<file path="config.mk">
export PLATFORM = sky130hd
export DESIGN_NAME = multicycleControl
export DESIGN_NICKNAME = d
export VERILOG_FILES = /design/src/source/isaPkg.sv /design/src/source/controlPkg.sv /design/src/source/instrDecode.sv /design/src/source/controlSequencer.sv /design/src/source/controlWord.sv /design/src/source/multicycleControl.sv
export SDC_FILE = /design/constraint.sdc
export NUM_CORES = 1
export LEC_CHECK = 0
export ABC_AREA = 1
export CORE_MARGIN = 8
export CORE_UTILIZATION = 36
export DETAILED_ROUTE_END_ITERATION = 10
export DONT_BUFFER_PORTS = 1
export PLACE_DENSITY = 0.51
export SETUP_SLACK_MARGIN = 0.4
export SYNTH_ARGS = -nofsm -noshare
export SYNTH_HDL_FRONTEND = slang
export SYNTH_HIERARCHICAL = 1
export SYNTH_SLANG_ARGS = --single-unit
</file>
<file path="constraint.sdc">
create_clock -name iCLK -period 1.7 [get_ports iCLK]
set_clock_uncertainty 0.05 [all_clocks]
set_input_delay 0.085 -clock iCLK [delete_from_list [all_inputs] [get_ports iCLK]]
set_output_delay 0.085 -clock iCLK [all_outputs]
set_load 0.005 [all_outputs]
</file>
<file path="src/source/isaPkg.sv">
// MIPS instruction fields and the opcode, funct and syscall codes used by the control unit
// Only the integer subset is listed. FP coprocessor codes are not decoded
`default_nettype none

package isaPkg;

   typedef logic [5:0] opcodeT;   // Instr[31:26]
   typedef logic [5:0] functT;    // Instr[5:0], R-type only
   typedef logic [5:0] sysCodeT;  // Low bits of $v0 at syscall

   // Primary opcodes
   localparam opcodeT opRType = 6'd0;  // Funct selects the operation
   localparam opcodeT opJ     = 6'd2;
   localparam opcodeT opJal   = 6'd3;
   localparam opcodeT opBeq   = 6'd4;
   localparam opcodeT opBne   = 6'd5;

   // Arithmetic immediates, sign extended
   localparam opcodeT opAddi  = 6'd8;
   localparam opcodeT opAddiu = 6'd9;
   localparam opcodeT opSlti  = 6'd10;
   localparam opcodeT opSltiu = 6'd11;

   // Logical immediates, zero extended
   localparam opcodeT opAndi  = 6'd12;
   localparam opcodeT opOri   = 6'd13;
   localparam opcodeT opXori  = 6'd14;
   localparam opcodeT opLui   = 6'd15;  // Grouped with arithmetic in the FSM

   // Word memory access
   localparam opcodeT opLw    = 6'd35;
   localparam opcodeT opSw    = 6'd43;

   // R-type functs that leave the plain ALU path
   localparam functT fnSll     = 6'd0;
   localparam functT fnSrl     = 6'd2;
   localparam functT fnSra     = 6'd3;
   localparam functT fnJr      = 6'd8;
   localparam functT fnSyscall = 6'd12;
   localparam functT fnMult    = 6'd24;  // Result goes to HI/LO, no writeback
   localparam functT fnDiv     = 6'd26;  // Same as mult

   // Syscall services
   // Any other code is treated as a print
   localparam sysCodeT sysPrintInt = 6'd1;
   localparam sysCodeT sysPrintStr = 6'd4;
   localparam sysCodeT sysPrintChr = 6'd11;
   localparam sysCodeT sysSleep    = 6'd32;  // Waits on external done pulse

endpackage

`default_nettype wire

</file>
<file path="src/source/controlPkg.sv">
// Control unit FSM states, instruction classes and datapath select widths
// State encodings match the existing datapath debug display, do not renumber
`default_nettype none

package controlPkg;

   // Multicycle FSM states
   // Gaps in the encoding are left from the removed FP and timer states
   typedef enum logic [5:0]
   {
      FETCH     = 6'd0,   // Shared by every instruction
      DECODE    = 6'd1,   // Shared, computes branch target
      MEMADDR   = 6'd2,   // Base plus offset
      MEMREAD   = 6'd3,
      LOADWB    = 6'd4,
      MEMWRITE  = 6'd5,
      RTYPE     = 6'd6,   // ALU op from funct
      RTYPEWB   = 6'd7,   // Write rd
      SHIFT     = 6'd8,   // Shamt on port A
      IMMLOGIC  = 6'd9,   // Zero extended immediate
      IMMARITH  = 6'd10,  // Sign extended immediate
      IMMWB     = 6'd11,  // Write rt
      BEQ       = 6'd12,
      BNE       = 6'd13,
      JUMP      = 6'd14,
      JAL       = 6'd15,
      JR        = 6'd16,
      PRINT     = 6'd32,
      SLEEP     = 6'd35,  // Loads sleep counter
      SLEEPWAIT = 6'd36,  // Idle until done pulse
      ERROR     = 6'd63   // Trap, left only by reset
   } stateT;

   // Instruction class as seen by the sequencer
   typedef enum logic [3:0]
   {
      clsLoad,
      clsStore,
      clsRType,
      clsMulDiv,    // R-type without writeback
      clsShift,
      clsImmLogic,
      clsImmArith,
      clsBeq,
      clsBne,
      clsJump,
      clsJal,
      clsJr,
      clsPrint,     // Syscall, any code but sleep
      clsSleep,
      clsIllegal
   } instrClassT;

   // Datapath select fields
   typedef logic [1:0] aluOpT;     // 0 add, 1 sub, 2 funct, 3 opcode
   typedef logic [1:0] aluSrcAT;   // 0 PC, 1 rs, 2 shamt
   typedef logic [2:0] aluSrcBT;   // 0 rt, 1 four, 2 sign imm, 3 branch off, 4 zero imm
   typedef logic [2:0] pcSourceT;  // 0 ALU, 1 ALUOut, 2 jump, 3 rs, 4 syscall return
   typedef logic [2:0] storeSelT;  // Write-back source, 3 is PC+4 or syscall data

endpackage

`default_nettype wire

</file>
<file path="src/source/instrDecode.sv">
// Combinational instruction classifier, inputs come straight from the IR
// Unknown opcodes give clsIllegal; unknown R-type functs run as plain ALU ops
`timescale 1ns/1ps
`default_nettype none

module instrDecode
(
   input  isaPkg::opcodeT         iOp,
   input  isaPkg::functT          iFunct,
   input  isaPkg::sysCodeT        iV0,
   output controlPkg::instrClassT instrClass
);

   always_comb
   begin
      instrClass = controlPkg::clsIllegal;  // Default for unknown opcodes
      case (iOp)
         isaPkg::opRType:
         begin
            // Order matters, first match wins
            if (iFunct == isaPkg::fnJr)
               instrClass = controlPkg::clsJr;
            else if (iFunct == isaPkg::fnSll || iFunct == isaPkg::fnSrl ||
                     iFunct == isaPkg::fnSra)
               instrClass = controlPkg::clsShift;
            else if (iFunct == isaPkg::fnSyscall)
            begin
               // Service picked by $v0
               if (iV0 == isaPkg::sysSleep)
                  instrClass = controlPkg::clsSleep;
               else
                  instrClass = controlPkg::clsPrint;  // Print services and unknown codes
            end
            else if (iFunct == isaPkg::fnMult || iFunct == isaPkg::fnDiv)
               instrClass = controlPkg::clsMulDiv;  // HI/LO only
            else
               instrClass = controlPkg::clsRType;
         end

         isaPkg::opJ:
            instrClass = controlPkg::clsJump;
         isaPkg::opJal:
            instrClass = controlPkg::clsJal;
         isaPkg::opBeq:
            instrClass = controlPkg::clsBeq;
         isaPkg::opBne:
            instrClass = controlPkg::clsBne;

         // Loads and stores share the address state
         isaPkg::opLw:
            instrClass = controlPkg::clsLoad;
         isaPkg::opSw:
            instrClass = controlPkg::clsStore;

         isaPkg::opAndi,
         isaPkg::opOri,
         isaPkg::opXori:
            instrClass = controlPkg::clsImmLogic;  // Zero extend path

         // Sign extend path, lui only uses the low half
         isaPkg::opAddi,
         isaPkg::opAddiu,
         isaPkg::opSlti,
         isaPkg::opSltiu,
         isaPkg::opLui:
            instrClass = controlPkg::clsImmArith;

         default:
            instrClass = controlPkg::clsIllegal;
      endcase
   end

endmodule

`default_nettype wire

</file>
<file path="src/source/controlSequencer.sv">
// State register and next-state logic of the multicycle FSM
// instrClass must stay stable from DECODE to the last state of the instruction
`timescale 1ns/1ps
`default_nettype none

module controlSequencer
(
   input  wire                    iCLK,
   input  wire                    iRST,
   input  controlPkg::instrClassT instrClass,
   input  wire                    iSleepDone,
   output controlPkg::stateT      state
);

   controlPkg::stateT nextState;

   // State register, one step per clock
   always_ff @(posedge iCLK)
   begin
      if (iRST)
         state <= controlPkg::FETCH;
      else
         state <= nextState;
   end

   always_comb
   begin
      nextState = controlPkg::ERROR;  // Unknown encodings trap
      case (state)
         controlPkg::FETCH:
            nextState = controlPkg::DECODE;

         controlPkg::DECODE:
         begin
            // Dispatch on instruction class
            case (instrClass)
               controlPkg::clsLoad,
               controlPkg::clsStore:
                  nextState = controlPkg::MEMADDR;
               controlPkg::clsRType,
               controlPkg::clsMulDiv:
                  nextState = controlPkg::RTYPE;  // Split again in RTYPE
               controlPkg::clsShift:
                  nextState = controlPkg::SHIFT;
               controlPkg::clsImmLogic:
                  nextState = controlPkg::IMMLOGIC;
               controlPkg::clsImmArith:
                  nextState = controlPkg::IMMARITH;
               controlPkg::clsBeq:
                  nextState = controlPkg::BEQ;
               controlPkg::clsBne:
                  nextState = controlPkg::BNE;
               controlPkg::clsJump:
                  nextState = controlPkg::JUMP;
               controlPkg::clsJal:
                  nextState = controlPkg::JAL;
               controlPkg::clsJr:
                  nextState = controlPkg::JR;
               controlPkg::clsPrint:
                  nextState = controlPkg::PRINT;
               controlPkg::clsSleep:
                  nextState = controlPkg::SLEEP;
               default:
                  nextState = controlPkg::ERROR;  // Illegal opcode
            endcase
         end

         controlPkg::MEMADDR:
         begin
            if (instrClass == controlPkg::clsLoad)
               nextState = controlPkg::MEMREAD;
            else if (instrClass == controlPkg::clsStore)
               nextState = controlPkg::MEMWRITE;
            else
               nextState = controlPkg::ERROR;  // IR changed under us
         end

         controlPkg::MEMREAD:
            nextState = controlPkg::LOADWB;

         // Mult and div have no register writeback
         controlPkg::RTYPE:
            nextState = (instrClass == controlPkg::clsMulDiv) ? controlPkg::FETCH
                                                              : controlPkg::RTYPEWB;

         controlPkg::SHIFT:
            nextState = controlPkg::RTYPEWB;  // Same writeback as R-type

         controlPkg::IMMLOGIC,
         controlPkg::IMMARITH:
            nextState = controlPkg::IMMWB;

         // Last state of their instruction
         controlPkg::LOADWB,
         controlPkg::MEMWRITE,
         controlPkg::RTYPEWB,
         controlPkg::IMMWB,
         controlPkg::BEQ,
         controlPkg::BNE,
         controlPkg::JUMP,
         controlPkg::JAL,
         controlPkg::JR,
         controlPkg::PRINT:
            nextState = controlPkg::FETCH;

         controlPkg::SLEEP:
            nextState = controlPkg::SLEEPWAIT;

         controlPkg::SLEEPWAIT:
            nextState = iSleepDone ? controlPkg::FETCH : controlPkg::SLEEPWAIT;

         controlPkg::ERROR:
            nextState = controlPkg::ERROR;  // Held until iRST

         default:
            nextState = controlPkg::ERROR;
      endcase
   end

endmodule

`default_nettype wire

</file>
<file path="src/source/controlWord.sv">
// Moore output decode, every control value depends on the state alone
// Strobes are levels held for the whole state; anything not listed is 0
`timescale 1ns/1ps
`default_nettype none

module controlWord
(
   input  controlPkg::stateT    state,
   output logic                 oIRWrite,
   output logic                 oMemtoReg,
   output logic                 oMemWrite,
   output logic                 oMemRead,
   output logic                 oIorD,
   output logic                 oPCWrite,
   output logic                 oPCWriteBEQ,
   output logic                 oPCWriteBNE,
   output logic                 oRegWrite,
   output logic                 oRegDst,
   output logic                 oSleepWrite,
   output controlPkg::aluOpT    oALUOp,
   output controlPkg::aluSrcAT  oALUSrcA,
   output controlPkg::aluSrcBT  oALUSrcB,
   output controlPkg::pcSourceT oPCSource,
   output controlPkg::storeSelT oStore,
   output controlPkg::stateT    oState
);

   assign oState = state;  // Debug display

   always_comb
   begin
      oIRWrite    = 1'b0;
      oMemtoReg   = 1'b0;
      oMemWrite   = 1'b0;
      oMemRead    = 1'b0;
      oIorD       = 1'b0;
      oPCWrite    = 1'b0;
      oPCWriteBEQ = 1'b0;
      oPCWriteBNE = 1'b0;
      oRegWrite   = 1'b0;
      oRegDst     = 1'b0;
      oSleepWrite = 1'b0;
      oALUOp      = 2'd0;
      oALUSrcA    = 2'd0;
      oALUSrcB    = 3'd0;
      oPCSource   = 3'd0;
      oStore      = 3'd0;
      case (state)
         controlPkg::FETCH:
         begin
            oMemRead = 1'b1;   // Instr at PC
            oIRWrite = 1'b1;
            oPCWrite = 1'b1;   // PC + 4 through ALU
            oALUSrcB = 3'd1;
         end
         controlPkg::DECODE:
            oALUSrcB = 3'd3;   // Branch target into ALUOut
         controlPkg::MEMADDR:
         begin
            oALUSrcA = 2'd1;
            oALUSrcB = 3'd2;   // rs + sign imm
         end
         controlPkg::MEMREAD:
         begin
            oMemRead = 1'b1;
            oIorD    = 1'b1;   // Address from ALUOut
         end
         controlPkg::LOADWB:
         begin
            oRegWrite = 1'b1;
            oMemtoReg = 1'b1;
         end
         controlPkg::MEMWRITE:
         begin
            oMemWrite = 1'b1;
            oIorD     = 1'b1;
         end
         controlPkg::RTYPE:
         begin
            oALUSrcA = 2'd1;
            oALUOp   = 2'd2;   // Funct decides
         end
         controlPkg::RTYPEWB:
         begin
            oRegWrite = 1'b1;
            oRegDst   = 1'b1;  // rd
         end
         controlPkg::SHIFT:
         begin
            oALUSrcA = 2'd2;   // Shamt
            oALUOp   = 2'd2;
         end
         controlPkg::IMMLOGIC:
         begin
            oALUSrcA = 2'd1;
            oALUSrcB = 3'd4;   // Zero extended
            oALUOp   = 2'd3;
         end
         controlPkg::IMMARITH:
         begin
            oALUSrcA = 2'd1;
            oALUSrcB = 3'd2;   // Sign extended
            oALUOp   = 2'd3;
         end
         controlPkg::IMMWB:
            oRegWrite = 1'b1;  // rt
         controlPkg::BEQ,
         controlPkg::BNE:
         begin
            // Subtract compare, target already in ALUOut
            oPCWriteBEQ = (state == controlPkg::BEQ);
            oPCWriteBNE = (state == controlPkg::BNE);
            oALUSrcA    = 2'd1;
            oALUOp      = 2'd1;
            oPCSource   = 3'd1;
         end
         controlPkg::JUMP:
         begin
            oPCWrite  = 1'b1;
            oPCSource = 3'd2;
         end
         controlPkg::JAL:
         begin
            oPCWrite  = 1'b1;
            oPCSource = 3'd2;
            oStore    = 3'd3;   // Return address to $ra
            oRegWrite = 1'b1;
         end
         controlPkg::JR:
         begin
            oPCWrite  = 1'b1;
            oPCSource = 3'd3;   // rs
         end
         controlPkg::PRINT:
         begin
            oStore    = 3'd3;
            oPCSource = 3'd4;
            oRegWrite = 1'b1;
         end
         controlPkg::SLEEP:
            oSleepWrite = 1'b1;  // One cycle, starts the timer
         controlPkg::ERROR:
            oRegDst = 1'b1;      // Trap marker
         default:
            oRegDst = 1'b0;      // SLEEPWAIT and unused codes stay idle
      endcase
   end

endmodule

`default_nettype wire

</file>
<file path="src/source/multicycleControl.sv">
// Multicycle control unit top, classifier, sequencer and output decode
// iOp, iFunct and iV0 must come from the IR and the register file, held per instr
`timescale 1ns/1ps
`default_nettype none

module multicycleControl
(
   input  wire                  iCLK,
   input  wire                  iRST,
   input  isaPkg::opcodeT       iOp,
   input  isaPkg::functT        iFunct,
   input  isaPkg::sysCodeT      iV0,
   input  wire                  iSleepDone,  // Sampled in SLEEPWAIT only
   output logic                 oIRWrite,
   output logic                 oMemtoReg,
   output logic                 oMemWrite,
   output logic                 oMemRead,
   output logic                 oIorD,
   output logic                 oPCWrite,
   output logic                 oPCWriteBEQ,
   output logic                 oPCWriteBNE,
   output logic                 oRegWrite,
   output logic                 oRegDst,
   output logic                 oSleepWrite,
   output controlPkg::aluOpT    oALUOp,
   output controlPkg::aluSrcAT  oALUSrcA,
   output controlPkg::aluSrcBT  oALUSrcB,
   output controlPkg::pcSourceT oPCSource,
   output controlPkg::storeSelT oStore,
   output controlPkg::stateT    oState
);

   controlPkg::instrClassT instrClass;
   controlPkg::stateT      state;

   instrDecode instrDecode0
   (
      .iOp        (iOp),
      .iFunct     (iFunct),
      .iV0        (iV0),
      .instrClass (instrClass)
   );

   controlSequencer controlSequencer0
   (
      .iCLK       (iCLK),
      .iRST       (iRST),
      .instrClass (instrClass),
      .iSleepDone (iSleepDone),
      .state      (state)
   );

   controlWord controlWord0
   (
      .state       (state),
      .oIRWrite    (oIRWrite),
      .oMemtoReg   (oMemtoReg),
      .oMemWrite   (oMemWrite),
      .oMemRead    (oMemRead),
      .oIorD       (oIorD),
      .oPCWrite    (oPCWrite),
      .oPCWriteBEQ (oPCWriteBEQ),
      .oPCWriteBNE (oPCWriteBNE),
      .oRegWrite   (oRegWrite),
      .oRegDst     (oRegDst),
      .oSleepWrite (oSleepWrite),
      .oALUOp      (oALUOp),
      .oALUSrcA    (oALUSrcA),
      .oALUSrcB    (oALUSrcB),
      .oPCSource   (oPCSource),
      .oStore      (oStore),
      .oState      (oState)
   );

endmodule

`default_nettype wire

</file>
==> impl_metrics.csv <==
group,metric,value,unit
power,p_per_area,1520,mW/mm^2
sta,timing_max_transition_violations_final,0,
finish,nets,299,
die,core_region_area,0.00369,sq mm
placed_design,placedInstanceArea,0.00150,sq mm
worst_setup_path,worstPathArrival,1.32,ns
synth,netlist_instances,246,
finish,stdcell_area,0.00211,sq mm
synth,synth_commonest_cells,"sky130_fd_sc_hd__nand2_1 (60), sky130_fd_sc_hd__inv_1 (36), sky130_fd_sc_hd__nor2_1 (34)",
synth,yosys_warnings,6,
worst_setup_path,critical-path-top-delay-family,"simple AND/OR/NAND/NOR gates",
worst_setup_path,cp.buffers_inverters,2,
global_routing,grt_first_pass_wirelength,6710,um
status,status,"completed",
clock_tree,cts_tree,"done",
worst_setup_path,critical_path_cell_by_cell,"nor2_4 > buf_6 > nand3_4 > inv_1 > nand2_1 > nand3_2",
synth,yosys-mux-area-fraction,0,
die,die-width,78.1,um
finish,insertedDiodeCount,0,
power,total_leakage_power,0.981,nW
finish,area_growth,52.3,%
clock_tree,clockRootBuffer,"sky130_fd_sc_hd__clkbuf_8",
sta,fin_hold_ws,0.250,ns
finish,max_ffs_per_register,6,
placed_design,preCtsSetupSlack,-0.00799,ns
synth,postSynth.topFlopCell,"sky130_fd_sc_hd__dfxtp_1",
global_routing,antenna_found_initial,0,
power,worst_ir_drop_vdd,0.000615,V
clock_tree,numCtsBuffers,3,
worst_setup_path,reg2reg_setup_slack,0.35,ns
detailed_routing,drt-vias-per-instance,5.08,
synth,syn_area,0.00139,sq mm
finish,finalCoreUtilization,0.573,
placed_design,buffer_ports.inserted,0,
placed_design,place_hpwl,3010,um
worst_setup_path,timing.critical_path.slowest_cell_delay,0.38,ns
synth,number_of_flops_mapped_to_enable_cells_by_yosys,0,
sta,rsz0062_at_grt,"yes",
clock_tree,cts.path.max_buffers,2,
sta,fmaxAchievable,688,MHz
synth,synthMostInstantiatedCell,"sky130_fd_sc_hd__nand2_1",
clock_tree,clock_insertion_delay_worst_skew,0.22,ns
synth,synthXorXnorAreaFrac,0,
synth,share_of_the_yosys_chip_area_belonging_to_registers,0.0866,
detailed_routing,postRouteAntennaNets,0,
synth,synth_area_leader_cell,"sky130_fd_sc_hd__nand2_1",
sta,fin_tns_setup,0,ns
placed_design,gp_routability_congestion,0.792,
finish,layout_top_registers,"controlSequencer0/state: 6 flops",
synth,synth_top_family_by_area,"simple AND/OR/NAND/NOR gates",
detailed_routing,drt_iter0_drc,59,
finish,layout-drive-gt1-share,0.513,
finish,largest-register,"controlSequencer0/state",
global_routing,global_route.usage.total,0.125,
synth,netlist-cell-type-count,33,
detailed_routing,drt_pass1_iterations,4,
clock_tree,htree_levels,1,
min_path,hold_path.class,"in -> reg",
global_routing,grt_overflow,0,
die,num_rows,22,
synth,synth_simple_gate_area_share,0.619,
global_routing,first_global_vias,1467,
detailed_routing,routed_wl,4440,um
worst_setup_path,setup.worst_path.class,"reg -> out",
die,initial_utilization,0.376,
sta,final-setup-viol-count,0,
sta,post-route-worst-setup-slack,0.246,ns
synth,post-synth-top-area-fraction,0.162,
worst_setup_path,critical_path_peak_fanout,8,
synth,synth-compound-area-share,0.0830,
worst_setup_path,critPathCaptureType,"output port",
detailed_routing,avgRoutedWirePerCell,13.9,um
global_routing,pin_count_of_the_biggest_net_entering_global_routing,10,
synth,ys_ff_latch,6,
run,cap_violations,0,
sta,timing_hold_violations_final,0,
worst_setup_path,required,1.56,ns
worst_setup_path,cpMaxStageDelayCell,"sky130_fd_sc_hd__dfxtp_4",
worst_setup_path,start_kind,"register",
synth,post_synth_main_area_contributors,"sky130_fd_sc_hd__nand2_1 (16%), sky130_fd_sc_hd__inv_1 (9.7%), sky130_fd_sc_hd__nand3_1 (9.7%)",
detailed_routing,dr_total_vias,1622,
synth,post_synth_fa_ha_maj_area_fraction,0.0451,
clock_tree,tritoncts_num_sinks,6,
clock_tree,clkSlewWorstSetupHoldPaths,0.03,ns
die,die_y,78.1,um
die,num_io_pins,51,
die,die_area,0.00610,sq mm
synth,syn-num-nets,272,
sta,shortest_period_the_worst_path_allows,1.45,ns
sta,final.period_utilization,0.855,
synth,ys_async_sr_fraction,0,
synth,syn-mean-instance-area,5.64,sq um
detailed_routing,number_of_drc_violations_after_detailed_routing,0,
-- worst register-to-register path, stage by stage, from the launching register on --
cell	delay [ns]
sky130_fd_sc_hd__dfxtp_4	0.42
sky130_fd_sc_hd__inv_1	0.07
sky130_fd_sc_hd__nor2_1	0.20
sky130_fd_sc_hd__nand3_1	0.11
sky130_fd_sc_hd__a21oi_1	0.21
sky130_fd_sc_hd__nor2_1	0.07
sky130_fd_sc_hd__nand3_1	0.07
sky130_fd_sc_hd__nand2_1	0.05
sky130_fd_sc_hd__inv_1	0.04
-- path summary, 6_finish.rpt --
| check | start | end | cells after the start |
|---|---|---|---|
| hold reg to reg | controlSequencer0/state[5] | controlSequencer0/state[5] | 6 |
| hold / removal | iSleepDone | controlSequencer0/state[5] | 7 |
| setup / recovery | controlSequencer0/state[5] | oALUSrcA[0] | 6 |
| setup reg to reg | controlSequencer0/state[2] | controlSequencer0/state[2] | 8 |
-- placed cells by master, fill, tap and decap left out, drive strengths merged --
master	count
clkbuf	3
nand3	33
dlygate4sd3	2
a21oi	8
inv	41
nor2	50
ha	5
o21ai	8
nand2	64
buf	28
and3	2
dfxtp	6
o211ai	2
conb	1
nand4	8
nor4	1
nand3b	2
clkinv	1
nor3	4
o22ai	1
a31oi	1
-- layout make-up --
type / instances / area, sq um
Sequential cell: 6 / 143
Multi-Input combinational cell: 190 / 1420
Inverter: 42 / 171
Clock buffer: 3 / 41.3
Fill cell: 341 / 1580
Tap cell: 48 / 60.1
Timing Repair Buffer: 30 / 277
-- logic make-up (layout without fill, tap and decap cells) --
logic type               Yosys count  in the layout
AND/OR/NAND/NOR                  163            164
flip-flops                         6              6
other                              1              1
AO/OA/AOI/OAI                     20             20
buffers and inverters             51             75
adder cells (fa/ha/maj)            5              5
-- power by group --
part	switching (mW)	internal (mW)	leakage (nW)
registers	0.208	0.255	0.0535
logic	1.53	1.01	0.906
clock network	0.0589	0.152	0.0216
total	1.79	1.42	0.981
-- layer usage --
metal	track usage	vias to the layer above	part of all wire
met2	0.199	48	0.48
li1	-	833	-
met1	0.157	737	0.44
met4	0.0333	0	0.0077
met5	0	-	0
met3	0.0410	4	0.067
-- metrics by stage --
stage                     total power [mW]  cells
after floorplan                       1.67    246
after global placement                1.96    297
after detailed placement              1.94    297
after CTS                             2.41    310
after global routing                  3.47    319
final                                 3.21    319
-- what timing repair did --
| action | in CTS | in global routing |
|---|---|---|
| pin swaps | 21 | 35 |
| hold endpoints to repair | 6 | 4 |
| cloned | 1 | 0 |
| setup endpoints to repair | 29 | 26 |
| setup buffers | 8 | 8 |
| resized for setup | 38 | 86 |
| hold buffers | 1 | 1 |
Power figures use the tool's default switching activity.
